File: config.mk
export PLATFORM = sky130hd
export DESIGN_NAME = icache_ctrl
export DESIGN_NICKNAME = d
export VERILOG_FILES = /design/src/source/icache_pkg.sv /design/src/source/icache_ctrl.sv
export SDC_FILE = /design/constraint.sdc
export NUM_CORES = 1
export LEC_CHECK = 0
export BUFFER_PORTS_ARGS = -buffer_cell sky130_fd_sc_hd__buf_2
export CELL_PAD_IN_SITES_DETAIL_PLACEMENT = 1
export CELL_PAD_IN_SITES_GLOBAL_PLACEMENT = 2
export CORE_UTILIZATION = 26
export CTS_CLUSTER_DIAMETER = 120
export DETAILED_ROUTE_END_ITERATION = 10
export PLACE_DENSITY_LB_ADDON = 0.1
export SLEW_MARGIN = 20
export SYNTH_ARGS = -nofsm -noshare
export SYNTH_HDL_FRONTEND = slang
export SYNTH_SLANG_ARGS = --single-unit
File: constraint.sdc
create_clock -name clk -period 3.8 [get_ports clk]
set_input_delay 0.76 -clock clk [delete_from_list [all_inputs] [get_ports clk]]
set_output_delay 0.76 -clock clk [all_outputs]
set_load 0.01 [all_outputs]
File: src/source/icache_pkg.sv
`default_nettype none

package icache_pkg;

    // address split and cache geometry
    localparam int tag_w    = 23;
    localparam int index_w  = 6;
    localparam int offset_w = 3;
    localparam int num_sets = 64;
    localparam int line_w   = 64;
    localparam int word_w   = 32;

    // fetch address as seen on the fetch port
    typedef struct packed {
        logic [tag_w-1:0]    tag;
        logic [index_w-1:0]  index;
        logic [offset_w-1:0] offset;
    } fetch_req_t;

    // refill of one tag entry, the way comes from the victim bit
    typedef struct packed {
        logic               we;
        logic [index_w-1:0] index;
        logic [tag_w-1:0]   tag;
    } tag_write_t;

    // refill of one line into one way
    typedef struct packed {
        logic               we;
        logic               way;
        logic [index_w-1:0] index;
        logic [line_w-1:0]  data;
    } line_write_t;

    typedef enum logic [1:0] {
        idle    = 2'd0,
        lookup  = 2'd1,
        miss    = 2'd2,
        replace = 2'd3
    } cache_state_t;

endpackage

`default_nettype wire
File: src/source/icache_ctrl.sv
`timescale 1ns/1ps
`default_nettype none

module icache_ctrl (
    input  wire                             clk,
    input  wire                             rst,
    // fetch side
    input  wire                             valid,
    input  icache_pkg::fetch_req_t          req,
    // results from the tag store
    input  wire                             hit_way0,
    input  wire                             hit_way1,
    input  wire                             victim_way,
    // memory side
    input  wire [icache_pkg::line_w-1:0]    ret_data,
    // towards both stores
    output logic [icache_pkg::index_w-1:0]  lookup_index,
    output icache_pkg::fetch_req_t          held_req,
    output icache_pkg::tag_write_t          tag_wr,
    output icache_pkg::line_write_t         line_wr,
    // handshake
    output logic                            addr_ok,
    output logic                            data_ok,
    output logic                            rd_req,
    output logic [31:0]                     rd_addr
);

    icache_pkg::cache_state_t state;
    icache_pkg::cache_state_t next_state;

    logic                          hit;
    logic                          accept;
    logic [icache_pkg::line_w-1:0] miss_line;

    assign hit = hit_way0 | hit_way1;

    // a hit in lookup frees the buffer for the next request
    assign addr_ok = (state == icache_pkg::idle) || (state == icache_pkg::lookup && hit);
    assign accept  = valid && addr_ok;
    assign data_ok = (state == icache_pkg::lookup) && hit;

    // single cycle strobe, memory answers in the same cycle
    assign rd_req  = (state == icache_pkg::miss);
    assign rd_addr = {held_req.tag, held_req.index, {icache_pkg::offset_w{1'b0}}};

    // replace re-reads the held set so the replayed lookup sees the new line
    assign lookup_index = (state == icache_pkg::replace) ? held_req.index : req.index;

    always_comb begin
        next_state = state;
        case (state)
            icache_pkg::idle: begin
                if (valid) begin
                    next_state = icache_pkg::lookup;
                end
            end
            icache_pkg::lookup: begin
                if (!hit) begin
                    next_state = icache_pkg::miss;
                end else if (!valid) begin
                    next_state = icache_pkg::idle;
                end
            end
            icache_pkg::miss: begin
                next_state = icache_pkg::replace;
            end
            icache_pkg::replace: begin
                // replay the held request
                next_state = icache_pkg::lookup;
            end
            default: begin
                next_state = icache_pkg::idle;
            end
        endcase
    end

    always_ff @(posedge clk) begin
        if (rst) begin
            state <= icache_pkg::idle;
        end else begin
            state <= next_state;
        end
    end

    // request buffer
    always_ff @(posedge clk) begin
        if (accept) begin
            held_req <= req;
        end
    end

    // miss buffer, line captured while rd_req is high
    always_ff @(posedge clk) begin
        if (state == icache_pkg::miss) begin
            miss_line <= ret_data;
        end
    end

    // refill writes
    always_comb begin
        tag_wr.we    = (state == icache_pkg::replace);
        tag_wr.index = held_req.index;
        tag_wr.tag   = held_req.tag;
    end

    always_comb begin
        line_wr.we    = (state == icache_pkg::replace);
        line_wr.way   = victim_way;
        line_wr.index = held_req.index;
        line_wr.data  = miss_line;
    end

endmodule

`default_nettype wire

# == Word-level counts from Yosys, hierarchy flattened ==
# Cells that the tools add are included.
# word_totals
register_bits,98
out_inout_bits,175
# classes
mux,5
reduce_logical,5
bitwise_logic,1
n_eq_ne,5
# ops
op,count
2-bit case mux with 4 select lines,1
2-bit two-way mux,3
6-bit two-way mux,1
"2-bit == test, second input constant",2
"3-bit inequality test, second input constant",1
"2-bit by 1-bit == test with 1-bit output, second input constant",1
1-bit logical AND,2
2-bit zero test,1
"2-bit inequality test, second input constant",1
2-bit AND reduction,1
1-bit logical OR,1
1-bit OR,1

# == Longest topological paths before layout ==
# depth
depth_word,4
mapped_depth,5
depth_no_buf,5

# == Worst setup path after synthesis ==
# OpenSTA, ideal clock, no wires.
# synth_path
path_kind,register -> output
start,register state[0]
end,output rd_req
stages_incl_launch_ff,3
path_slack_ps,996
arrival_ps,2044
path_buffers,0
cell_sequence,dfxtp_1 -> inv_1 -> ha_1
# synth_via
elab_chain_len,1
# synth_rtl
item,line_no,text
start: declaration,icache_ctrl.sv:28,icache_pkg::cache_state_t state;
start signal: assignment,icache_ctrl.sv:79,state <= icache_pkg::idle;
start signal: assignment,icache_ctrl.sv:81,state <= next_state;
2-bit == test,icache_ctrl.sv:43,assign rd_req = (state == icache_pkg::miss);
end: declaration,icache_ctrl.sv:24,"output logic rd_req,"
# No other way between the ends.

# == Final worst setup path ==
# Ends and elaborated chain as after synthesis.

==> flow_summary.yaml <==
outcome:
  run_status: "complete, no violations"
detailed_routing:
  num_vias: 2315
  route.layer.met1.wl_mm: 3.33
  ant_nets: 0
  per_cell_via_count_in_the_routed_design: 3.93
  route.final.wire_length_mm: 9.43
  drc: 0
  routed_wire_length_per_instance_um: 16.0
  met3_wirelength_mm: 1.23
  drt_first_iter_violations: 71
  detailroute.wirelength.met2_mm: 4.68
  drt_first_pass_iters: 2
  top_signal_layer_used: "met4"
synthesis:
  yosysSeqAreaShare: 0.800
  syn-cell-area_um2: 3650
  post_synth_num_cell_types: 20
  synth_edf_count: 96
  async_reset_ff_frac: 0
  synth_seq_cells: 98
  dominantRegCellSynth: "edfxtp_1"
  synthesis.yosys.warnings: 0
  synth_cells: 193
  synth.avg_cell_area_um2: 18.9
die:
  chipWidth_um: 121
  die_area_um2: 14500
  start_util: 0.271
  die_h_um: 121
  area_of_the_core_um2: 13500
  num_io_pins: 277
  fp-row-count: 42
critical_path:
  endpoint_kind: "output port"
  cp_slowest_cell: "ha_2"
  cpLargestDelayFamily: "adder cells"
  cpPeakStageDelay_ps: 720
  start_kind: "register"
  timing.critical_path.required_ps: 3040
  cp_cell_sequence: "inv_1, ha_2, buf_2"
  critical_path.n_buffers_inverters: 2
  timing.critical_path.fanout_max: 33
  critPathArrivalTime_ps: 1790
  crit_type: "reg2out"
cells_and_area:
  finish.net_count: 515
  share_of_final_layout_standard_cells_stronger_than_drive_strength_1: 0.712
  num_antenna_cells: 0
  area_growth_pct: 38.0
  final_util: 0.375
  fillCellCount: 1470
pwr:
  vdd_drop_max_mv: 0.227
  switching_power_mw: 0.544
  power.internal_mw: 1.92
  comb_power_share: 0.098
  fraction_of_power_spent_switching_nets: 0.221
  cellLeakagePower_nw: 2.22
  power.share.clock: 0.389
  sequentialPowerShare: 0.513
  power-per-cell-area_nw_per_um2: 488
sta:
  fin_crit_sh: 0.670
  achievable-frequency_mhz: 393
  worst_slew_margin_rel: 0.457
  clock_skews_ps: 5.26
  setup_viol_count_final: 0
  grt_setup_unrepaired: "false"
  setup_total_negative_slack_ps: 0
  final_period_demand_of_the_worst_path_ps: 2550
  worst_pin_slew_ps: 815
  timing_max_transition_violations_final: 0
  final_hold_viols: 0
  postLayoutSetupSlackWorst_ps: 1250
global_route:
  vias_in_the_first_global_route: 2341
  grt_usage: 0.129
  grt.overflow.total: 0
  grt_max_degree: 35
  antenna_found_initial: 0
  grt_first_pass_wirelength_mm: 13.4
clocking:
  tritoncts: "done"
  cts_made_buffers: 9
  cts.repair_timing.setup_buffer_count: 0
  clk-insertion-delay-late_ps: 340
  clkSlewWorstSetupHoldPaths_ps: 60
  cts_hold_fix_bufs: 0
  h-tree-depth: 3
  cts.sinks: 98
  cts.repair.resized: 0
  root_buffer: "clkbuf_16"
  clk_path_buf_depth: 2
placement:
  io_buffers: 271
  place_worst_setup_slack_ps: 1590
  post-dp-hpwl_mm: 7.42
  place_congestion: 0.731
worst_hold_path:
  hold_path.class: "reg2reg"
job:
  cap_violations: 0
tightest hold or removal path: cells and delay by family, from the launching register on:
kind | cells | cell delay, ps
DFF | 1 | 330
buffers and inverters | 1 | 110
AOI/OAI and AO/OA | 1 | 90
power by group through the flow:
stage                     clock network, mW  logic (mW)  registers (mW)
after floorplan                           0       0.150            1.30
after global placement                    0       0.246            1.28
after detailed placement                  0       0.247            1.29
after CTS                             0.991       0.247            1.26
after global routing                   1.03       0.265            1.27
final                                 0.956       0.242            1.26
per-layer routing:
metal,GRT usage,up-vias
met4,0.0671,0
met3,0.0670,14
li1,-,1059
met1,0.132,1066
met5,0,-
met2,0.215,176
final cells by class:
cell class / count / area (um2) / share of cell area
Timing Repair Buffer: 273 / 1370 / 0.272
Inverter: 2 / 7.51 / 0.00149
Clock buffer: 9 / 225 / 0.0447
Sequential cell: 98 / 2920 / 0.580
Clock inverter: 6 / 82.6 / 0.0164
Multi-Input combinational cell: 25 / 209 / 0.0415
Tap cell: 176 / 220 / 0.0437
layout by cell type, fill, tap and decap left out, drive strengths merged:
cell type and instances:
ha 4, nor2 1, clkbuf 9, nor2b 1
mux2 6, o21a 1, a22oi 1, edfxtp 96
or2 1, clkinv 4, bufinv 2, inv 2
o31ai 1, and2 1, buf 273, dfxtp 2
nand2 1, a21oi 1, conb 3, o32ai 1
or3b 1, or3 1
synthesized netlist by cell type, types with 2 or more instances:
cell type | n | area [um2]
buf_4 | 69 | 518
dfxtp_1 | 2 | 40.0
edfxtp_1 | 96 | 2880
ha_1 | 4 | 50.1
inv_1 | 2 | 7.51
mux2_2 | 6 | 67.6
registers in the layout, indices dropped and copies added (netlist names):
signal,count
miss_line,64
held_req,32
state,2
through the flow:
stage | hold slack, ps | power [mW] | std cells | instance area [um2]
after detailed placement | 572 | 1.53 | 574 | 4730
after floorplan | 511 | 1.45 | 195 | 3660
after CTS | 570 | 2.50 | 589 | 5040
final | 582 | 2.46 | 589 | 5040
after global routing | 566 | 2.56 | 589 | 5040
after global placement | 535 | 1.53 | 574 | 4730
cell families after synthesis:
logic type	count (synthesis)	synth area share
multiplexers	6	0.0185
buffers and inverters	72	0.145
other	1	0.00103
adder cells (fa/ha/maj)	4	0.0137
flip-flops	98	0.800
AO/OA/AOI/OAI	5	0.00994
AND/OR/NAND/NOR	7	0.0113
final timing paths:
check	end	cells past startpoint	slack [ps]	from
worst min-delay path	state[0]$_SDFFE_PP0P_	2	580	state[0]$_SDFFE_PP0P_
worst min register to register	state[0]$_SDFFE_PP0P_	2	580	state[0]$_SDFFE_PP0P_
worst max register to register	miss_line[34]$_DFFE_PP_	3	1760	state[0]$_SDFFE_PP0P_
worst max-delay path	rd_req	3	1250	state[0]$_SDFFE_PP0P_
(Power assumes the default switching activity.)
